--- src/verilog/rtg_pkg.sv ---
////////////////////////////////////////
// Shared widths, sizes and types for the RTG display path
// Imported by every RTG block and by the testbench
////////////////////////////////////////

package rtg_pkg;

	////////////////////////////////////////
	// Sizes

	localparam int WORD_W      = 16;  // Fetched pixel word
	localparam int ADDR_W      = 25;  // Word address into video memory
	localparam int BURST_WORDS = 8;   // Words per memory burst
	localparam int FIFO_DEPTH  = 32;  // Stream FIFO capacity in words
	localparam int PIXW_W      = 4;   // Clocks per fetch, minus one
	localparam int VBEND_W     = 7;   // Lines of vblank extension

	// Derived pointer widths
	localparam int FIFO_AW  = $clog2(FIFO_DEPTH);
	localparam int BURST_AW = $clog2(BURST_WORDS);

	////////////////////////////////////////
	// Types

	// 24-bit colour, red in the top byte
	typedef struct packed {
		logic [7:0] r;
		logic [7:0] g;
		logic [7:0] b;
	} rgb_t;

	typedef logic [WORD_W-1:0] rtg_word_t;  // One word from the stream
	typedef logic [7:0]        clut_idx_t;  // Palette index in 8-bit mode
	typedef logic [ADDR_W-1:0] rtg_addr_t;  // Word address

endpackage

--- src/verilog/rtg_beat_if.sv ---
////////////////////////////////////////
// Pixel beat from the timing block
// Read by the stream fetcher and the mixer
////////////////////////////////////////

`timescale 1ns/1ps

interface rtg_beat_if;

	logic pix_stb;     // Pop next word
	logic idx_sel;     // Low = high byte, high = low byte
	logic idx_stb;     // Rising edge of idx_sel
	logic blank_late;  // Blank, two clocks late
	logic restart;     // Vblank or RTG off

	modport timing (output pix_stb, idx_sel, idx_stb, blank_late, restart);

	// Fetcher only pops and restarts
	modport fetch (input pix_stb, restart);

	modport mixer (input pix_stb, idx_sel, idx_stb, blank_late);

endinterface

--- src/verilog/rtg_pixel_timing.sv ---
////////////////////////////////////////
// RTG pixel timing: fetch counter, blanking and vblank extension
// Also makes the native pixel strobe for pass-through video
////////////////////////////////////////

`timescale 1ns/1ps

module rtg_pixel_timing
	import rtg_pkg::*;
(
	input  logic               CLK_114,
	input  logic               arst_n,
	input  logic               rtg_ena,
	input  logic               rtg_ext,      // One extra fetch past blank
	input  logic               scan_15khz,
	input  logic [PIXW_W-1:0]  pixel_width,  // Clocks per fetch - 1
	input  logic [VBEND_W-1:0] vb_end,       // Vblank extension in lines
	input  logic               hblank,
	input  logic               vblank,
	input  logic               hsync,
	rtg_beat_if.timing         beat,
	output logic               native_stb
);

	logic [PIXW_W-1:0]  pix_cnt;   // Fetch counter
	logic [VBEND_W-1:0] vb_cnt;    // Lines since vblank fell
	logic               rtg_vblank;
	logic               blank;
	logic               blank_d;
	logic               blank_d2;
	logic               hs_d;
	logic               idx_sel;
	logic               idx_sel_d;
	logic [2:0]         step;      // Native strobe step counter

	////////////////////////////////////////
	// Blanking

	assign blank = hblank | rtg_vblank;

	// Chipset vblank is too short for RTG, stretch it by vb_end lines
	always_ff @(posedge CLK_114 or negedge arst_n) begin
		if (!arst_n) begin
			hs_d       <= 1'b0;
			rtg_vblank <= 1'b1;
			vb_cnt     <= '0;
			blank_d    <= 1'b1;
			blank_d2   <= 1'b1;
		end else begin
			hs_d     <= hsync;
			blank_d  <= blank;
			blank_d2 <= blank_d;  // Lines up with mixer output
			if (vblank) begin
				rtg_vblank <= 1'b1;
				vb_cnt     <= '0;
			end else if (vb_cnt == vb_end) begin
				rtg_vblank <= 1'b0;
			end else if (hsync && !hs_d) begin
				vb_cnt <= vb_cnt + 1'b1;  // Count hsync rising edges
			end
		end
	end

	////////////////////////////////////////
	// Fetch counter

	// Fires on count match, or once more just after blank with rtg_ext
	assign beat.pix_stb = rtg_ena && (!blank || (!blank_d && rtg_ext))
		&& (pix_cnt == pixel_width);

	always_ff @(posedge CLK_114 or negedge arst_n) begin
		if (!arst_n) begin
			pix_cnt   <= '0;
			idx_sel   <= 1'b0;
			idx_sel_d <= 1'b0;
		end else begin
			idx_sel_d <= idx_sel;
			if (pix_cnt == {1'b0, pixel_width[PIXW_W-1:1]})
				idx_sel <= 1'b1;  // Second byte at half the fetch period
			if (blank || beat.pix_stb) begin
				pix_cnt <= '0;
				idx_sel <= 1'b0;  // Back to the high byte
			end else begin
				pix_cnt <= pix_cnt + 1'b1;
			end
		end
	end

	assign beat.idx_sel    = idx_sel;
	assign beat.idx_stb    = idx_sel && !idx_sel_d;
	assign beat.blank_late = blank_d2;
	assign beat.restart    = vblank || !rtg_ena;  // Raw vblank, not extended

	// Native strobe, every 8 clocks or every 4 at 15 kHz
	always_ff @(posedge CLK_114 or negedge arst_n) begin
		if (!arst_n)
			step <= '0;
		else
			step <= scan_15khz ? {step[2:1], 1'b0} + 3'd2 : step + 3'd1;
	end

	assign native_stb = (step == 3'd0);

endmodule

--- src/flat_wrapper.sv ---
// flat-port wrapper written by rule: the top's interface ports become plain ports
module rtg_pixel_timing_flat import rtg_pkg::*;
  (CLK_114, arst_n, rtg_ena, rtg_ext, scan_15khz, pixel_width, vb_end, hblank, vblank, hsync, native_stb, beat_pix_stb, beat_idx_sel, beat_idx_stb, beat_blank_late, beat_restart);
  rtg_beat_if beat_i ();
  input  logic CLK_114;
  input  logic arst_n;
  input  logic rtg_ena;
  input  logic rtg_ext;
  input  logic scan_15khz;
  input  logic [PIXW_W-1:0] pixel_width;
  input  logic [VBEND_W-1:0] vb_end;
  input  logic hblank;
  input  logic vblank;
  input  logic hsync;
  output logic native_stb;
  output wire logic [$bits(beat_i.pix_stb)-1:0] beat_pix_stb;
  output wire logic [$bits(beat_i.idx_sel)-1:0] beat_idx_sel;
  output wire logic [$bits(beat_i.idx_stb)-1:0] beat_idx_stb;
  output wire logic [$bits(beat_i.blank_late)-1:0] beat_blank_late;
  output wire logic [$bits(beat_i.restart)-1:0] beat_restart;
  assign beat_pix_stb = beat_i.pix_stb;
  assign beat_idx_sel = beat_i.idx_sel;
  assign beat_idx_stb = beat_i.idx_stb;
  assign beat_blank_late = beat_i.blank_late;
  assign beat_restart = beat_i.restart;
  rtg_pixel_timing u_core (.CLK_114(CLK_114), .arst_n(arst_n), .rtg_ena(rtg_ena), .rtg_ext(rtg_ext), .scan_15khz(scan_15khz), .pixel_width(pixel_width), .vb_end(vb_end), .hblank(hblank), .vblank(vblank), .hsync(hsync), .beat(beat_i), .native_stb(native_stb));
endmodule
--- config.mk ---
export PLATFORM = sky130hd
export DESIGN_NAME = rtg_pixel_timing_flat
export DESIGN_NICKNAME = d
export VERILOG_FILES = /design/src/verilog/rtg_pkg.sv /design/src/verilog/rtg_beat_if.sv /design/src/verilog/rtg_pixel_timing.sv /design/src/flat_wrapper.sv
export SDC_FILE = /design/constraint.sdc
export NUM_CORES = 1
export LEC_CHECK = 0
export BUFFER_PORTS_ARGS = -buffer_cell sky130_fd_sc_hd__buf_2
export CAP_MARGIN = 15
export CORE_UTILIZATION = 56
export DETAILED_ROUTE_END_ITERATION = 6
export GPL_TIMING_DRIVEN = 0
export PLACE_DENSITY = 0.83
export SYNTH_ARGS = -nofsm -noshare
export SYNTH_HDL_FRONTEND = slang
export SYNTH_SLANG_ARGS = --single-unit
--- constraint.sdc ---
create_clock -name CLK_114 -period 2.64 [get_ports CLK_114]
set_clock_uncertainty 0.1 [all_clocks]
set_input_delay 0.528 -clock CLK_114 [delete_from_list [all_inputs] [get_ports CLK_114]]
set_output_delay 0.528 -clock CLK_114 [all_outputs]
set_load 0.03 [all_outputs]
# Yosys cells after proc, flatten, opt, wreduce, memory -nomap -nowiden
# Cells that the tools add are included.
# classes
n_bitwise	1
mux	9
reduce_logical	18
eq_ne	4
n_addsub	4
# op_table
op	n
7-bit 2-to-1 mux	3
7-bit by 1-bit adder with 7-bit output, second input constant	1
7-bit == test	1
2-bit nonzero test	3
1-bit logical AND	5
1-bit logical NOT	5
4-bit by 1-bit adder with 4-bit output, second input constant	1
4-bit by 3-bit == test with 1-bit output	1
4-bit == test	1
1-bit 2-to-1 mux	4
4-bit 2-to-1 mux	1
3-bit by 1-bit adder with 3-bit output, second input constant	1
3-bit by 2-bit adder with 3-bit output, second input constant	1
3-bit logical NOT	1
1-bit logical OR	3
3-bit 2-to-1 mux	1
2-bit != test, second input constant	1
2-bit AND reduction	1
1-bit OR	1
# totals
word_cells	45
inputBits	19
ff_bits	20
output_inout_bits	6

# Longest topological paths before layout
# Gate-level depths: netlist of the first run.
# depth
word_depth	7
depth_mapped	5
mapped_depth_nobuf	5

# Worst setup path before layout of the first run
# OpenSTA, ideal clock, no wires.
# synth_timing
kind	in2out
startpoint	in pixel_width[3]
endpoint	out beat_pix_stb
n_path_buf	0
arrival_time_ns	1.712
slack_ns	0.300
required_time_ns	2.012
stages	3
cell_sequence	xor2_1 -> nor4_1 -> a21boi_0
# synth_via
elab_chain_len	2
# synth_lines
element	line	source
start: declaration	flat_wrapper.sv:10	input logic [PIXW_W-1:0] pixel_width;
4-bit == test	rtg_pixel_timing.sv:69	&& (pix_cnt == pixel_width);
1-bit logical AND	rtg_pixel_timing.sv:69	
end: declaration	flat_wrapper.sv:16	output wire logic [$bits(beat_i.pix_stb)-1:0] beat_pix_stb;
# No other way between the ends.

# Final worst setup path of the first run
# layout_timing
startpoint	reg u_core.pix_cnt[2]
endpoint	out beat_pix_stb
# layout_via
elab_chain_len	2
# layout_lines
element	line	source
start: declaration	rtg_pixel_timing.sv:25	logic [PIXW_W-1:0] pix_cnt;
start signal: assignment	rtg_pixel_timing.sv:84	pix_cnt <= pix_cnt + 1'b1;
4-bit == test	rtg_pixel_timing.sv:69	
1-bit logical AND	rtg_pixel_timing.sv:69	
# No other way between the ends.

==> impl_metrics.tcl, run 1 <==
set metrics [dict create \
    crit_required_ns 2.01 \
    synth.distinct_cells 30 \
    relSlewSlack 0.7175 \
    multi_input_area_um2 535.5 \
    layout_commonest_cell "buf_2" \
    fin_area_um2 1245 \
    async_flop_share 1.000 \
    cts_tree "yes" \
    cts_hold_buffers 0 \
    vias 802 \
    ctsResizeCount 0 \
    die_x_um 45.56 \
    cts_root_buf "clkbuf_4" \
    cts_sinks 20 \
    synth-edff-count 0 \
    nets 149 \
    num_rows 15 \
    ys_ff_latch 20 \
    cp-start-kind "flip-flop" \
    grt_max_degree 21 \
    dpl.cell_count 146 \
    antenna_cells 0 \
    place.port_buffers 23 \
    io_pins 25 \
    syn_inst 98 \
    syn_area_um2 1062 \
    outcome "complete, no violations" \
    fin_crit_sh 0.8654 \
    power_density_nw_per_um2 510.0 \
    drtIter0Drc 24 \
    r2r-start "u_core.vb_cnt[5]" \
    start_util 0.6086 \
    firstDrtPassIters 4 \
    path_clk_slew_ns 0.11 \
    synth_area_leaders "dfrtp_1, xnor2_1, dfstp_2" \
    critPathCaptureType "output port" \
    htreeDepth 1 \
    period_needed_ns 2.285 \
    rsz0062_at_grt "no" \
    die_area_um2 2075 \
    cts_setup_buffers 0 \
    gp_congestion 0.7986 \
    synth_top_cell_by_area "dfrtp_1" \
    mostFrequentLayoutCells "buf_2, dfrtp_1, nor2_1, xnor2_1, xor2_1" \
    numCtsBuffers 3 \
    synth_flop_cell "dfrtp_1" \
    wl_per_cell_um 12.33 \
    synth_seq_area_share 0.4747 \
    fmax_ghz 0.4377 \
    finalSetupViolCount 0 \
    num-fill-cells 135 \
    finalPower_uw 635.0 \
    avgSynthCellArea_um2 10.84 \
    grt-ovfl-total 0 \
    slew_viol_final 0 \
    regArea_um2 504.2 \
    yosysWarnings 0 \
    place_area_um2 1209 \
    cap_violations 0 \
    core_area_um2 1745 \
    hp-class "in -> async" \
    viasPerCell 5.347 \
    instances_no_fill 150 \
    cp_max_fo 4 \
    layout-drive-gt1-share 0.3120 \
    antenna_found_initial 0 \
    finalWirelength_um 1849 \
    synth_nets 121 \
    synth_top_area_frac 0.4005 \
    power.leakage_nw 0.5750 \
    setup_tns_ns 0 \
    grt_pass1_wl_um 2946 \
    grt_use_total 0.2025 \
    startpoint "u_core.pix_cnt[2]" \
    arrival_ns 1.66 \
    hpwlAfterDp_um 1436 \
    fp.dieH_um 45.56 \
    drcViolationCount 0 \
    hold_viol_final 0 \
    crit_type "reg -> out" \
    area_growth_pct 17.20 \
    worstMarginPinSlew_ns 0.4238 \
    ant_nets 0 \
    grt_pass1_vias 723 \
    clock_path_buffers 2 \
    clk_latency_ns 0.29 \
    peakVddDrop_mv 0.2998 \
]
==> Yosys cell counts (all sizes together) (2+ instances only) <==
master	instances
nand2	3
a21oi	4
xnor2	11
xor2	8
nand2b	3
ha	4
nor2b	3
dfstp	3
nand3	2
or2	2
nor2	13
dfrtp	17
or3	2
mux2i	2
mux2	2
nor4	2
nand4	4
o21ai	2
inv	3
==> logic make-up after synthesis <==
group,count (synthesis),share of synthesized area
simple gates,37,0.1908
flops,20,0.4747
xor+xnor,19,0.1567
compound gates,10,0.06950
buf+inv,4,0.02120
mux,4,0.04005
fa+ha+maj,4,0.04712
==> per-stage QoR <==
stage / hold slack (ns) / setup slack [ns] / util
global placement: 0.2552 / 0.4835 / 0.6925
CTS: 0.06826 / 0.3464 / 0.7133
global route: 0.08610 / 0.2520 / 0.7133
detailed placement: 0.2591 / 0.4694 / 0.6925
finish: 0.05087 / 0.3552 / 0.7133
floorplan: 0.1324 / 0.3002 / -
==> critical path, cell delays in order (launching register included) <==
cell      delay (ns)
dfrtp_1         0.45
xor2_1          0.18
nor4_1          0.32
a21boi_0        0.20
buf_2           0.22
==> path summary, 6_finish.rpt <==
| path | to | slack, ns | depth (start not counted) |
|---|---|---|---|
| min | u_core.hs_d | 0.05 | 1 |
| max in group asynchronous | u_core.rtg_vblank | 2.06 | 1 |
| min in group CLK_114 | u_core.hs_d | 0.26 | 1 |
| min reg2reg | u_core.beat.blank_late | 0.28 | 0 |
| max reg2reg | u_core.vb_cnt[3] | 0.95 | 5 |
| max | beat_pix_stb | 0.36 | 4 |
==> flip-flops by register name, indices dropped and copies added, names as in the netlist <==
| register | cells |
|---|---|
| u_core.beat.blank_late | 1 |
| u_core.beat.idx_sel | 1 |
| u_core.blank_d | 1 |
| u_core.hs_d | 1 |
| u_core.idx_sel_d | 1 |
| u_core.pix_cnt | 4 |
| u_core.rtg_vblank | 1 |
| u_core.step | 3 |
| u_core.vb_cnt | 7 |
==> cell type report <==
class,instances,area share
multi-input combinational,74,0.4302
tap,25,0.02513
timing repair buffer,23,0.09246
sequential,20,0.4050
buffer,1,0.009045
inverter,3,0.009045
clock buffer,4,0.02915
==> routing by layer <==
layer,up-vias,routed length (um),global-route usage
met5,-,0,0
li1,384,-,-
met3,4,71,0.04762
met1,390,811,0.2526
met4,0,29,0.07273
met2,24,937,0.3400
==> power by group <==
part | switching, mW | leakage, nW | internal (mW)
clock network | 0.0897 | 0.0210 | 0.0839
logic | 0.0620 | 0.294 | 0.0560
registers | 0.0162 | 0.260 | 0.327
(Power assumes the default switching activity.)
==> run 2, diff against run 1 <==
--- a/config.mk
+++ b/config.mk
@@ -7,8 +7,9 @@
 export LEC_CHECK = 0
-export BUFFER_PORTS_ARGS = -buffer_cell sky130_fd_sc_hd__buf_2
 export CAP_MARGIN = 15
-export CORE_UTILIZATION = 56
+export CORE_UTILIZATION = 65
+export CTS_BUF_LIST = sky130_fd_sc_hd__clkbuf_8
 export DETAILED_ROUTE_END_ITERATION = 6
+export DONT_BUFFER_PORTS = 1
 export GPL_TIMING_DRIVEN = 0
-export PLACE_DENSITY = 0.83
+export PLACE_DENSITY = 0.81
 export SYNTH_ARGS = -nofsm -noshare
--- a/constraint.sdc
+++ b/constraint.sdc
@@ -4,2 +4,2 @@
 set_output_delay 0.528 -clock CLK_114 [all_outputs]
-set_load 0.03 [all_outputs]
+set_load 0.005 [all_outputs]
==> run 2 against run 1 <==
Flip-flop and latch count did not move. Non-clock buffer count fell by 22. Combinational power fell by 30%. Cell area fell by 6.5%. Clock power rose by 80%. Critical path depth fell by 1. Via count fell by 12%. Highest routed layer unchanged.
==> impl_metrics.tcl, run 2 (synthesis results as in run 1) <==
set metrics [dict create \
    outcome "complete, no violations" \
    core_area_um2 1524 \
    pwr-share-comb 0.112 \
    numCtsBuffers 3 \
    finalWirelength_um 1825 \
    slew_viol_final 0 \
    fmax_ghz 0.4677 \
    arrival_ns 1.51 \
    hold_viol_final 0 \
    path_clk_slew_ns 0.08 \
    grt-ovfl-total 0 \
    start_util 0.6970 \
    gp_congestion 0.8322 \
    firstDrtPassIters 4 \
    grt_max_degree 21 \
    num_rows 14 \
    cp_max_fo 4 \
    ant_nets 0 \
    fp.dieH_um 42.43 \
    cts_tree "yes" \
    worstMarginPinSlew_ns 0.8807 \
    crit_type "reg -> out" \
    drtIter0Drc 6 \
    antenna_cells 0 \
    crit_chain "xor2_1, nor4_1, a21boi_0" \
    place.port_buffers 0 \
    critPathCaptureType "output port" \
    relSlewSlack 0.4109 \
    io_pins 25 \
    intPower_uw 573.3 \
    ctsResizeCount 0 \
    rsz0062_at_grt "no" \
    grt_pass1_wl_um 3070 \
    grt_use_total 0.2379 \
    path_buf_inv 0 \
    hpwlAfterDp_um 1399 \
    vias 706 \
    top_register "u_core.vb_cnt" \
    finalSetupViolCount 0 \
    worst_path_max_delay_cell "dfrtp_1" \
    pwr-share-clk 0.423 \
    num-fill-cells 105 \
    cp_slowest_stage_delay_ns 0.44 \
    drcViolationCount 0 \
    crit_required_ns 2.01 \
    viasPerCell 5.933 \
    cp-start-kind "flip-flop" \
    grt_pass1_vias 744 \
    peakVddDrop_mv 0.3938 \
    reg2reg_setup_slack_ns 0.96 \
    fin_crit_sh 0.8098 \
    die_area_um2 1800 \
    critPathTopFamily "flip-flops" \
    pwr-share-seq 0.464 \
    layout_commonest_cell "dfrtp_1" \
    power.leakage_nw 0.4998 \
    cts_root_buf "clkbuf_8" \
    clk_latency_ns 0.26 \
    power_density_nw_per_um2 634.5 \
    antenna_found_initial 0 \
    cts_sinks 20 \
    clock_path_buffers 2 \
    largest_reg_flops 7 \
    die_x_um 42.43 \
    cap_violations 0 \
    p_switching_uw 165.0 \
    p_sw_frac 0.2235 \
    period_needed_ns 2.138 \
    setup_tns_ns 0 \
    hp-class "in -> reg" \
    fin_util 0.7635 \
    top_regs "u_core.vb_cnt (7), u_core.pix_cnt (4), u_core.step (3)" \
    mostFrequentLayoutCells "dfrtp_1, nor2_1, xnor2_1, xor2_1" \
    wl_per_cell_um 15.34 \
    nets 127 \
    layout-drive-gt1-share 0.1553 \
    htreeDepth 1 \
    area_growth_pct 9.541 \
]
## run 2: stage by stage
step / power [mW] / area [um2] / setup slack, ns / std cells / hold WS (ns)
final: 0.7383 / 1164 / 0.5020 / 119 / 0.1843
after global routing: 0.7641 / 1164 / 0.3526 / 119 / 0.1785
after CTS: 0.7446 / 1164 / 0.4976 / 119 / 0.1825
after detailed placement: 0.4270 / 1082 / 0.7168 / 114 / 0.1328
after global placement: 0.4224 / 1082 / 0.7234 / 114 / 0.1327
after floorplan: 0.4126 / 1062 / 0.8274 / 98 / 0.1324
## run 2: area by class of cell
| type | instances | area, um2 | share of cell area |
|---|---|---|---|
| repair buffers | 1 | 10.01 | 0.008602 |
| clock inverters | 1 | 30.03 | 0.02581 |
| clock buffers | 3 | 41.29 | 0.03548 |
| flip-flops and latches | 20 | 504.2 | 0.4333 |
| multi-input cells | 74 | 535.5 | 0.4602 |
| inverters | 3 | 11.26 | 0.009677 |
| well taps | 16 | 20.02 | 0.01720 |
| plain buffers | 1 | 11.26 | 0.009677 |
## run 2: routing by layer
layer	track usage	routed length, um	part of all wire
met1	0.2717	831	0.46
met2	0.4277	897	0.49
met3	0.03879	60	0.033
met4	0.1125	36	0.020
met5	0	0	0
## run 2: power by group through the flow
stage	Clock [mW]	Combinational, mW	Sequential [mW]
2_1_floorplan	0	0.0668	0.346
4_1_cts	0.316	0.0852	0.343
3_3_place_gp	0	0.0748	0.348
6_report	0.313	0.0828	0.343
5_1_grt	0.323	0.0957	0.346
3_5_place_dp	0	0.0775	0.349
## run 2: worst paths after layout
check	end	startpoint	depth (start not counted)
min in group asynchronous	u_core.hs_d	arst_n	1
max in group asynchronous	u_core.step[0]	arst_n	1
min reg2reg	u_core.beat.blank_late	u_core.blank_d	0
max	beat_pix_stb	u_core.pix_cnt[2]	3
min	u_core.hs_d	hsync	0
max reg2reg	u_core.vb_cnt[3]	u_core.vb_cnt[1]	5
## run 2: timing repair
item                       4_1_cts  5_1_grt
hold buffers                     1        0
setup buffers                    0        0
hold endpoints to repair        20        0
setup endpoints to repair        0        0
