`config.mk`:
```
export PLATFORM = sky130hd
export DESIGN_NAME = rtg_stream_fetch_flat
export DESIGN_NICKNAME = d
export VERILOG_FILES = /design/src/verilog/rtg_pkg.sv /design/src/verilog/rtg_beat_if.sv /design/src/verilog/rtg_stream_fetch.sv /design/src/flat_wrapper.sv
export SDC_FILE = /design/constraint.sdc
export NUM_CORES = 1
export LEC_CHECK = 0
export ABC_CLOCK_PERIOD_IN_PS = 3000
export BUFFER_PORTS_ARGS = -buffer_cell sky130_fd_sc_hd__buf_2
export CAP_MARGIN = 10
export CORE_UTILIZATION = 26
export CTS_CLUSTER_DIAMETER = 40
export DETAILED_ROUTE_END_ITERATION = 16
export MAX_ROUTING_LAYER = met4
export SETUP_SLACK_MARGIN = 0.3
export SYNTH_ARGS = -nofsm -noshare
export SYNTH_HDL_FRONTEND = slang
export SYNTH_SLANG_ARGS = --single-unit
```
`constraint.sdc`:
```
create_clock -name CLK_114 -period 3 [get_ports CLK_114]
set_clock_uncertainty 0.2 [all_clocks]
set_input_delay 0.3 -clock CLK_114 [delete_from_list [all_inputs] [get_ports CLK_114]]
set_output_delay 0.3 -clock CLK_114 [all_outputs]
set_load 0.005 [all_outputs]
```
`src/verilog/rtg_pkg.sv`:
```
////////////////////////////////////////
// Shared widths, sizes and types for the RTG display path
// Imported by every RTG block and by the testbench
////////////////////////////////////////

package rtg_pkg;

	////////////////////////////////////////
	// Sizes

	localparam int WORD_W      = 16;  // Fetched pixel word
	localparam int ADDR_W      = 25;  // Word address into video memory
	localparam int BURST_WORDS = 8;   // Words per memory burst
	localparam int FIFO_DEPTH  = 32;  // Stream FIFO capacity in words
	localparam int PIXW_W      = 4;   // Clocks per fetch, minus one
	localparam int VBEND_W     = 7;   // Lines of vblank extension

	// Derived pointer widths
	localparam int FIFO_AW  = $clog2(FIFO_DEPTH);
	localparam int BURST_AW = $clog2(BURST_WORDS);

	////////////////////////////////////////
	// Types

	// 24-bit colour, red in the top byte
	typedef struct packed {
		logic [7:0] r;
		logic [7:0] g;
		logic [7:0] b;
	} rgb_t;

	typedef logic [WORD_W-1:0] rtg_word_t;  // One word from the stream
	typedef logic [7:0]        clut_idx_t;  // Palette index in 8-bit mode
	typedef logic [ADDR_W-1:0] rtg_addr_t;  // Word address

endpackage

```
`src/verilog/rtg_beat_if.sv`:
```
////////////////////////////////////////
// Pixel beat from the timing block
// Read by the stream fetcher and the mixer
////////////////////////////////////////

`timescale 1ns/1ps

interface rtg_beat_if;

	logic pix_stb;     // Pop next word
	logic idx_sel;     // Low = high byte, high = low byte
	logic idx_stb;     // Rising edge of idx_sel
	logic blank_late;  // Blank, two clocks late
	logic restart;     // Vblank or RTG off

	modport timing (output pix_stb, idx_sel, idx_stb, blank_late, restart);

	// Fetcher only pops and restarts
	modport fetch (input pix_stb, restart);

	modport mixer (input pix_stb, idx_sel, idx_stb, blank_late);

endinterface

```
`src/verilog/rtg_stream_fetch.sv`:
```
////////////////////////////////////////
// Word FIFO streaming the RTG frame from memory in bursts
// Refills whenever a burst fits and restarts at base_addr each vblank
////////////////////////////////////////

`timescale 1ns/1ps

module rtg_stream_fetch
	import rtg_pkg::*;
(
	input  logic      CLK_114,
	input  logic      arst_n,
	input  rtg_addr_t base_addr,
	rtg_beat_if.fetch beat,
	output logic      mem_req,   // Held until the last fill
	output rtg_addr_t mem_addr,
	input  logic      mem_fill,  // One pulse per word
	input  rtg_word_t mem_data,
	output rtg_word_t head       // Last popped word
);

	rtg_word_t           fifo_mem [FIFO_DEPTH];
	logic [FIFO_AW-1:0]  wr_ptr;
	logic [FIFO_AW-1:0]  rd_ptr;
	logic [FIFO_AW:0]    count;     // Words stored
	logic [BURST_AW-1:0] fill_cnt;  // Fills in current burst
	logic                busy;      // Burst outstanding
	logic                discard;   // Burst belongs to the old frame
	logic                last_fill;
	logic                keep_fill;
	logic                can_req;
	logic                do_pop;

	assign last_fill = mem_fill && busy && (fill_cnt == BURST_AW'(BURST_WORDS - 1));
	assign keep_fill = mem_fill && busy && !discard && !beat.restart;
	assign can_req   = !busy && !beat.restart
		&& (count <= (FIFO_AW + 1)'(FIFO_DEPTH - BURST_WORDS));  // Room for a burst
	assign do_pop    = beat.pix_stb && (count != '0) && !beat.restart;

	////////////////////////////////////////
	// Burst requests

	always_ff @(posedge CLK_114 or negedge arst_n) begin
		if (!arst_n) begin
			busy     <= 1'b0;
			discard  <= 1'b0;
			fill_cnt <= '0;
			mem_req  <= 1'b0;
			mem_addr <= '0;
		end else begin
			if (mem_fill && busy)
				fill_cnt <= last_fill ? '0 : fill_cnt + 1'b1;
			if (last_fill) begin
				busy    <= 1'b0;
				discard <= 1'b0;
				mem_req <= 1'b0;
			end else if (can_req) begin
				busy    <= 1'b1;
				mem_req <= 1'b1;
			end
			if (beat.restart) begin
				mem_req  <= 1'b0;
				mem_addr <= base_addr;
				if (busy && !last_fill)
					discard <= 1'b1;  // Let the old burst drain
			end else if (last_fill && !discard) begin
				mem_addr <= mem_addr + rtg_addr_t'(BURST_WORDS);
			end
		end
	end

	////////////////////////////////////////
	// Pointers and level

	always_ff @(posedge CLK_114 or negedge arst_n) begin
		if (!arst_n) begin
			wr_ptr <= '0;
			rd_ptr <= '0;
			count  <= '0;
		end else if (beat.restart) begin
			wr_ptr <= '0;  // Flush
			rd_ptr <= '0;
			count  <= '0;
		end else begin
			if (keep_fill)
				wr_ptr <= wr_ptr + 1'b1;
			if (do_pop)
				rd_ptr <= rd_ptr + 1'b1;
			case ({keep_fill, do_pop})
				2'b10:   count <= count + 1'b1;
				2'b01:   count <= count - 1'b1;
				default: count <= count;
			endcase
		end
	end

	// Storage, empty pop leaves head as it was
	always_ff @(posedge CLK_114) begin
		if (keep_fill)
			fifo_mem[wr_ptr] <= mem_data;
		if (do_pop)
			head <= fifo_mem[rd_ptr];
	end

	// Memory must stop after BURST_WORDS fills
	a_burst_len: assert property (@(posedge CLK_114) disable iff (!arst_n)
		mem_fill |-> busy)
		else $error("mem_fill outside a requested burst");

	// Display ran ahead of the memory
	a_underrun: assert property (@(posedge CLK_114) disable iff (!arst_n)
		(beat.pix_stb && !beat.restart) |-> (count != '0))
		else $error("pixel pop from empty FIFO");

endmodule

```
`src/flat_wrapper.sv`:
```
// flat-port wrapper written by rule: the top's interface ports become plain ports
module rtg_stream_fetch_flat import rtg_pkg::*;
  (CLK_114, arst_n, base_addr, mem_req, mem_addr, mem_fill, mem_data, head, beat_pix_stb, beat_restart);
  rtg_beat_if beat_i ();
  input  logic CLK_114;
  input  logic arst_n;
  input  rtg_addr_t base_addr;
  output logic mem_req;
  output rtg_addr_t mem_addr;
  input  logic mem_fill;
  input  rtg_word_t mem_data;
  output rtg_word_t head;
  input wire logic [$bits(beat_i.pix_stb)-1:0] beat_pix_stb;
  input wire logic [$bits(beat_i.restart)-1:0] beat_restart;
  assign beat_i.pix_stb = beat_pix_stb;
  assign beat_i.restart = beat_restart;
  rtg_stream_fetch u_core (.CLK_114(CLK_114), .arst_n(arst_n), .base_addr(base_addr), .beat(beat_i), .mem_req(mem_req), .mem_addr(mem_addr), .mem_fill(mem_fill), .mem_data(mem_data), .head(head));
endmodule
```
* After elaboration in Yosys (flattened, before gate mapping)
Memories as Yosys holds them, arrays and structs flattened. A register that Yosys moved wholly into a read port is not among the register bits.
Index checks and enable logic that the tools add are counted.
Widths: inputs -> output; s select.
** Cells by class
- Eq/ne operators :: 3
- Muxes and demuxes :: 17
- Order comparisons :: 1
- Reduce and logical (&&, ||, !) cells :: 21
- Add/subtract/negate cells :: 6
** Operator list (count)
- $mux 25 :: 2
- $add 25x4->25 const B :: 1
- $mux 5 :: 4
- $pmux 6 s2 :: 1
- $add 5x1->5 const B :: 2
- $logic_and 1x1->1 :: 10
- $mux 1 :: 8
- $reduce_bool 2->1 :: 4
- $add 6x1->6 const B :: 1
- $le 6x5->1 const B :: 1
- $mux 6 :: 1
- $reduce_bool 3->1 :: 2
- $reduce_bool 6->1 :: 1
- $sub 6x1->6 const B :: 1
- $logic_not 1->1 :: 4
- $add 3x1->3 const B :: 1
- $eq 3x3->1 const B :: 1
- $mux 3 :: 1
- $eq 2x1->1 const B :: 1
- $eq 2x2->1 const B :: 1
** Storage, ports and cells
- Output and inout bits :: 42
- Register bits after elaboration :: 47
- Memories :: 1
- Logic and storage cells :: 57
- Memory bits (writable) :: 512
** Memories
- u_core.fifo_mem :: words 32, width 16, read ports 1, clocked after memory_dff 1, write ports 1, RTL line rtg_stream_fetch.sv:22 : rtg_word_t fifo_mem [FIFO_DEPTH];

* Depth between registers and ports, before layout
Gate-level depths: netlist of the first run.
- Word-level depth :: 6
- Depth in mapped cells :: 10

* Worst setup path after synthesis of the first run
Ideal clock, no wire load.
- Path kind :: register to register
- Start point :: register u_core.busy
- End point :: memory u_core.fifo_mem[0][0] (netlist name), enable pin
- Period minus slack after synthesis :: 2.869 ns
- Cell stages (with the launch flop) :: 6
- Library setup time :: 0.409 ns
- Slack :: 0.131 ns
- Arrival time :: 2.260 ns
- Path buffers :: 1
- Cells stage by stage :: dfrtp_1 -> nand2_1 -> nor2_1 -> buf_2 -> nand3_1 -> nor3_1
** On the way
- Word-level cells in the longest chain between the ends :: 5
** Ends and longest elaborated chain
- start, declared :: RTL line rtg_stream_fetch.sv:27 : logic busy;
- start signal, assigned :: RTL line rtg_stream_fetch.sv:45 : busy <= 1'b0;
- start signal, assigned :: RTL line rtg_stream_fetch.sv:54 : busy <= 1'b0;
- start signal, assigned :: RTL line rtg_stream_fetch.sv:58 : busy <= 1'b1;
- $logic_and 1x1->1 (3 in series) :: RTL line rtg_stream_fetch.sv:35 : assign keep_fill = mem_fill && busy && !discard && !beat.restart;
- $mux 1 :: RTL line rtg_stream_fetch.sv:99 : if (keep_fill)
- $mux 1 (not written as such) :: RTL line rtg_stream_fetch.sv:100 : fifo_mem[wr_ptr] <= mem_data;
- end, declared :: RTL line rtg_stream_fetch.sv:22
Every way passes these cells.

* Worst setup path after layout of the first run
- Start point :: register u_core.count[2]
- End point :: register u_core.count[5]
** On the way
- Word-level cells in the longest chain between the ends :: 6
- Elaborated cells on any way between the ends :: 10
- Those cells by class :: add/sub: 2; eq/ne: 2; mux: 2; reduce/logical: 4
** Ends and longest elaborated chain
- start, declared :: RTL line rtg_stream_fetch.sv:25 : logic [FIFO_AW:0] count;
- start signal, assigned :: RTL line rtg_stream_fetch.sv:90 : 2'b10: count <= count + 1'b1;
- start signal, assigned :: RTL line rtg_stream_fetch.sv:91 : 2'b01: count <= count - 1'b1;
- start signal, assigned :: RTL line rtg_stream_fetch.sv:92 : default: count <= count;
- branches (longest 6 deep; another with $sub 6x1->6)
Several ways; the timed one is not identified.
A chain may end at the register's enable or synchronous reset.

==> results of run 1 <==
## layout by cell type (no fill, tap or decap), drive strengths merged, types with 6 or more instances in the layout
| master | Yosys | final |
|---|---|---|
| nor3 | 30 | 30 |
| o21ai | 25 | 25 |
| mux4 | 144 | 144 |
| nand4 | 8 | 8 |
| xor2 | 8 | 8 |
| nor2b | 19 | 19 |
| nor2 | 58 | 58 |
| dlygate4sd3 | 0 | 39 |
| o22ai | 32 | 32 |
| bufinv | 0 | 7 |
| clkinv | 0 | 22 |
| clkbuf | 25 | 87 |
| nand3 | 11 | 11 |
| dfrtp | 47 | 47 |
| nand2 | 47 | 47 |
| inv | 5 | 23 |
| buf | 28 | 154 |
| clkinvlp | 0 | 6 |
| edfxtp | 528 | 528 |
| a21oi | 6 | 6 |
| ha | 12 | 12 |
| mux2i | 6 | 6 |
| xnor2 | 25 | 25 |
## cells by family after synthesis
| group | after synthesis | synth area share [%] |
|---|---|---|
| buffers and inverters | 58 | 1.48 |
| AOI/OAI and AO/OA | 75 | 2.09 |
| and+or+nand+nor | 190 | 3.98 |
| muxes | 154 | 14.9 |
| DFF | 575 | 75.5 |
| adders and majority gates | 13 | 0.755 |
| xor gates and xnor gates | 33 | 1.28 |
## power breakdown
group | switching [uW] | internal (uW) | leakage (uW)
Clock | 3610 | 5560 | 0.00127
Combinational | 1280 | 1400 | 0.00229
Sequential | 169 | 8950 | 0.00533
## worst max path at each step
stage / to / slack, ns / cells past startpoint / startpoint
final: u_core.count[5] / 0.28 / 9 / u_core.count[2]
after global routing: u_core.count[5] / 0.13 / 9 / u_core.count[2]
after CTS: u_core.count[5] / 0.25 / 9 / u_core.count[2]
after detailed placement: u_core.count[5] / 0.16 / 9 / u_core.count[1]
after global placement: u_core.count[5] / 0.16 / 9 / u_core.count[1]
after floorplan: u_core.count[5] / 0.28 / 9 / u_core.count[1]
## metal layers
layer / global-route usage (%) / share of wire [%]
met5: - / 0
met4: 2.89 / 1.7
met3: 2.76 / 5.9
met2: 19.9 / 50
met1: 15.7 / 43
## registers in the layout, indices dropped and copies added, names as in the netlist
name,count
u_core.rd_ptr,5
u_core.discard,1
u_core.fill_cnt,3
u_core.wr_ptr,5
u_core.mem_addr,25
u_core.mem_req,1
u_core.head,16
u_core.fifo_mem,512
u_core.busy,1
u_core.count,6
## cell type report
type	instances	area, um2	share of cell area [%]
multi-input combinational	465	5330	19.1
tap	1144	1430	5.14
antenna	2	5.00	0.0180
sequential	575	17000	61.1
clock inverter	53	616	2.21
timing repair buffer	193	1420	5.08
clock buffer	87	2010	7.20
inverter	5	18.8	0.0673
## repair_timing
item / CTS / global route
hold endpoints to repair: 268 / 0
setup buffers: 0 / 7
gates resized for setup: 2 / 8
endpoints found under the setup margin: 6 / 94
hold buffers: 39 / 0
pin swaps: 1 / 8
## through the flow
stage / setup slack, ns / hold WS, ns
finish: 0.283 / 0.0265
global route: 0.131 / 0.0176
CTS: 0.254 / 0.000917
detailed placement: 0.162 / 0.167
global placement: 0.162 / 0.151
floorplan: 0.279 / -0.196
## Yosys cell counts, types with 12 or more instances
library cell and n:
edfxtp_1 528, dfrtp_1 47, clkbuf_1 25, xnor2_1 25, mux4_2 142, nand2_1 47, nor3_1 29, nor2b_1 19
nor2_1 58, buf_2 15, o22ai_1 32, o21ai_0 16, ha_1 12
## worst max-delay path: cells and delay by family, from the launching register on
family                   cells  cell delay [ns]
AO/OA/AOI/OAI                4             0.83
AND/OR/NAND/NOR              2             0.54
flip-flops                   1             0.37
multiplexers                 2             0.44
adder cells (fa/ha/maj)      1             0.25
==> results.txt, run 1 <==
Clock-pin slew was measured on the worst setup and hold paths at 0.06 ns. The synthesis-to-layout area growth is 23.6%. The instance count along the most critical hold path came out at 1. The detail route stage leaves a number of antenna-violating nets equal to 0. The clock passes through at most 3 buffers. The floorplan has 107 rows. The total leakage power is 0.00889 uW. Of all nets on the critical path, the largest fanout is 5. The portion of synthesized cell area occupied by the leading cell type came out at 70.3%. The synthesized instance count came out at 1098. Dividing total power by cell area gives a power density of 753 nW/um2. The post-synthesis sequential element count is 575. The synthesized area came out at 22500 um2.

Counting distinct cell types in the post-synthesis netlist gives 47. The path depth of the worst reg2reg path came out at 9. The starting density of the core came out at 26.4%. The post-synthesis net count came out at 1157. The number of remaining DRC errors is 0. In this run the vertical extent of the chip is 296 um.

The area of all placed cells without fillers came out at 27900 um2. The number of input and output port buffers inserted came out at 87. The smallest clock period supported by the final layout is computed as 2.72 ns. The library cell used as clock root buffer is clkbuf_16. The overall power of the completed layout is 21000 uW. For this design, the slowest cell found on the critical path is or3_4. The post-detailed-routing wire length came out at 51700 um.

The total placed cells including tap cells came out at 2336. The count of boundary I/O pins came out at 88. Summed over all instances, the cell type with the most area after synthesis is edfxtp_1. The filler cells instantiated in the layout total 8041. The routed layout has 11400 vias. The part of the cycle the worst path needs came out at 90.6%. The number of H-tree levels is 3. For the final routed database, the setup TNS stands at 0 ns.

The max-cap check violation count came out at 0. The worst min-delay path endpoint is u_core.fifo_mem[31][15]. The min-delay analysis places its worst path in the category input port to flip-flop. In the post-synthesis netlist, the biggest area contributors are edfxtp_1, mux4_2, dfrtp_1. The data arrival time of the critical path came out at 3.03 ns. The number of antenna violations at the first check in global routing is 2.

The transition time at the pin with the least slew margin came out at 0.727 ns. The global placement routability congestion is 0.775. The worst setup path is of the flip-flop to flip-flop kind. The most used cell along the critical path is mux2i_1. Once layout is complete, the cells apart from fillers number 2524.

TritonCTS built the clock tree. On the worst path, the slowest cell contributes a delay of 0.40 ns. The via count of the first global-routing pass is 12100. Setup repair after global routing could not meet its margin everywhere. The later pin in the worst-skew pair is clocked with a latency of 0.60 ns. The number of max-slew violations in the final report is 0. The HPWL after detailed placement is 29700 um. The Yosys step of the flow raised 0 warnings. The floorplan die area came out at 87900 um2. The register area share after synthesis came out at 75.5%. The region available for standard cell placement spans 85500 um2. The number of flops mapped to enable cells by yosys is 528. The proportion of synthesized flip-flops having asynchronous set or reset is 8.17%.

The final layout net count came out at 1376. The wire length of the first global-routing pass is 77100 um. Global routing finished with a remaining overflow of 0.

Traced cell by cell, the critical path runs through or3_4 > o41ai_4 > nor3_4 > ha_4 > a211oi_2 > o21bai_1 > a21oi_2 > mux2i_1 > mux2i_1. The share of the core filled with cells in the final layout came out at 32.6%. The maximum clock rate came out at 0.368 GHz. The largest net degree at the start of global routing came out at 57. In this run the critical register-to-register path is launched from u_core.count[2]. The worst setup path is launched from a flip-flop.

The capture instance of the worst register-to-register path is u_core.count[5]. The cell area after placement came out at 24700 um2. The average cell area after synthesis came out at 20.5 um2. The number of vias per cell after detailed routing is 4.53. The fraction of final layout cells sized beyond drive strength 1 is 34.4%. The slack of the worst reg-to-reg path is 0.28 ns.

The first-pass iteration count of the detailed router is 5. Setup violations remaining at the end of the flow were counted as 0. STA classifies the critical path endpoint as a flip-flop. The final hold violation count is 0. The clock drives 575 sinks. The number of buffers inserted during clock tree synthesis is 77. The startpoint identified for the worst hold timing path is mem_data[15]. The first routing iteration left 1018 violations. Dividing the detail-routed wire length by the instance count gives 20.5 um. The width of the chip is 296 um. The worst IR drop on VDD is 0.371 mV. The flow ran to the end, and the final reports show no timing, DRC or antenna violations. The worst relative slew slack is 51.2%. The global routing usage summed across all routing layers is 12.3%. The critical path data required time came out at 3.32 ns. Among all flip-flop cells after synthesis, the most frequent one is edfxtp_1.
Note: power is estimated with default switching activity, not from simulation.
==> run 2: changes to the inputs <==
- CTS_BUF_LIST: not set -> sky130_fd_sc_hd__clkbuf_8 sky130_fd_sc_hd__clkbuf_16
==> results.txt, run 2 (same netlist as run 1, synthesis figures left out) <==
The max-cap check violation count is 0. Counting the buffers created by CTS gives 77. The total power divided by cell area came out at 752 nW/um2. The height of the die came out at 296 um.

The critical path runs through a total of 9 cells. The top fanout value on the critical path came out at 5. The global routing usage summed across all routing layers came out at 12.3%. For the worst setup path, the data required time is 3.32 ns. The longest individual stage delay on the worst path came out at 0.40 ns. TritonCTS built the clock tree.

Leaving out fill and tap cells, the most frequent cells in the layout are edfxtp_1, mux4_2, buf_2. The smallest clock period supported by the final layout is computed as 2.72 ns. The number of input and output port buffers inserted is 87. In this run the tightest slew margin relative to its limit is 51.2%. For met2 alone, demand over resource in global routing was 19.9%. The number of remaining DRC errors came out at 0.

The global-route met3 utilization came out at 2.76%. The fraction of final layout cells sized beyond drive strength 1 came out at 34.4%. After layout, the design draws a total of 20900 uW. The critical path is of the flip-flop to flip-flop type. The worst setup path is captured at a flip-flop. In the final layout, the registers with the most flip-flops are u_core.fifo_mem (512), u_core.mem_addr (25), u_core.head (16).

The buffering stage count on the worst path with inverters included is 0. Broken down by cell family, the worst path's largest delay share belongs to compound AO/OA/AOI/OAI gates. The synthesis-to-layout area growth is 23.6%. Setup violations remaining at the end of the flow were counted as 0.

The share of the core filled with cells in the final layout is 32.6%. The H-tree was split into 3 levels. In the final layout, the multi-input gates occupy 5330 um2. For this run the aggregate overflow at the end of global routing stands at 0. The first-pass iteration count of the detailed router came out at 5. Setup total negative slack on the finished layout was measured at 0 ns. The number of max-slew violations in the final report came to 0. The number of vias per cell after detailed routing is 4.52. The register with the most flip-flops in the final layout is u_core.fifo_mem. The clock slew at the register clock pins of the worst setup and hold paths came out at 0.06 ns. The instance count along the most critical hold path is 1. Counting stages on the worst path, the most repeated cell is mux2i_1. The sink count of the clock tree came out at 575. The signal on the critical path passes through or3_4 > o41ai_4 > nor3_4 > ha_4 > a211oi_2 > o21bai_1 > a21oi_2 > mux2i_1 > mux2i_1. The number of flip-flops in the largest register is 512. The worst-case clock buffer depth is 3. The count of antenna-violating nets left after detailed routing came out at 0. The final hold violation count is 0. In this run the horizontal extent of the chip is 296 um. The number of core rows came out at 107.

The post-detailed-routing wire length is 51600 um. The transition time at the pin with the least slew margin came out at 0.726 ns. In the final routed layout, each cell accounts on average for 20.4 um. The part of the cycle the worst path needs is 90.6%. The final layout net count is 1376. Prior to clock tree synthesis, the placed netlist has a worst setup slack of 0.162 ns. Global routing consumed, on the met1 layer, 15.7% of the routing resources.

The clock latency reported for the late side of the worst-skew pair is 0.60 ns. The worst IR drop on VDD is 0.370 mV. The HPWL reported at the end of detailed placement came out at 29700 um. The path class of the tightest hold or removal check is input port to flip-flop. The first global-routing pass estimated 77100 um of wire. The global placement routability congestion is 0.775. The path depth of the worst reg2reg path came out at 9.

The data arrival time of the critical path came out at 3.03 ns. Setup repair after global routing could not meet its margin everywhere. The count of boundary I/O pins is 88. The setup slack of the critical path after layout came out at 0.282 ns. For this run, the top clock speed supported by timing is 0.368 GHz. The area of the core came out at 85500 um2. The via count of the first global-routing pass came out at 12100. The total leakage power is 0.00893 uW. The first routing iteration left 1002 violations. Across all layers, the routed design uses 11400 vias. The largest net degree at the start of global routing is 57. The flow ran to the end, and the final reports show no timing, DRC or antenna violations. The slowest stage of the critical path is the or3_4 cell.

The fill cell instance count of the final layout is 8041. The floorplan die area is 87900 um2. The layer flagged by global routing as most heavily used is met2.

The library cell used most frequently in the layout, excluding fill and tap cells, is edfxtp_1. Clock tree synthesis selected as its root buffer the cell clkbuf_16. The worst setup path is launched from a flip-flop.

The starting density of the core came out at 26.4%. The area occupied by registers came out at 17000 um2. The number of antenna violations at the first check in global routing came to 2.
run 2: changes by cell type in the layout (fill, tap and decap cells not counted), sizes merged:
cell,change
clkbuf,-8
inv,+8
run 2: power by group:
part | internal (uW) | switching, uW | leakage, uW | total [uW]
Sequential | 8950 | 170 | 0.00533 | 9120
Combinational | 1400 | 1280 | 0.00229 | 2680
Clock | 5530 | 3610 | 0.00130 | 9140
run 2: what timing repair did:
item | CTS | global route
endpoints found under the hold margin | 270 | 0
cloned | 0 | 0
pin swaps | 1 | 8
endpoints found under the setup margin | 6 | 94
resized for setup | 2 | 8
buffers inserted | 0 | 7
hold buffers | 39 | 0
run 2: worst reg2reg max path, cell delays in order, from the launching register on:
cell and delay, ns:
dfrtp_1 0.37, or3_4 0.40, o41ai_4 0.37, nor3_4 0.14, ha_4 0.25, a211oi_2 0.18
o21bai_1 0.11, a21oi_2 0.17, mux2i_1 0.22, mux2i_1 0.22
run 2: metal layers:
| layer | vias up | routed length (um) |
|---|---|---|
| met5 | - | 0 |
| met4 | 0 | 890 |
| met3 | 73 | 3020 |
| met2 | 345 | 25600 |
| met1 | 6023 | 22100 |
| li1 | 4972 | - |
run 2: worst paths after layout:
path                                     from                      end  slack (ns)
max in group asynchronous              arst_n      u_core.mem_addr[14]        1.84
hold / removal                   mem_data[15]  u_core.fifo_mem[29][15]        0.02
setup / recovery              u_core.count[2]          u_core.count[5]        0.28
hold reg to reg            u_core.fill_cnt[2]       u_core.fill_cnt[2]        0.30
min in group asynchronous              arst_n       u_core.mem_addr[1]        0.10
setup reg to reg              u_core.count[2]          u_core.count[5]        0.28
run 2: final cells by class:
| type | instances | share of cell area [%] |
|---|---|---|
| diodes | 2 | 0.0180 |
| clock buffers | 79 | 7.09 |
| clock inverters | 61 | 2.32 |
| inverters | 5 | 0.0673 |
| multi-input cells | 465 | 19.1 |
| flip-flops and latches | 575 | 61.1 |
| well taps | 1144 | 5.14 |
| repair buffers | 193 | 5.08 |
run 2: stage by stage:
step                hold WS, ns  instance area (um2)  instances
global placement          0.151                24700       2336
floorplan                -0.196                22600       1098
global route             0.0176                27900       2524
CTS                    0.000733                27800       2515
detailed placement        0.167                24700       2336
finish                   0.0235                27900       2524
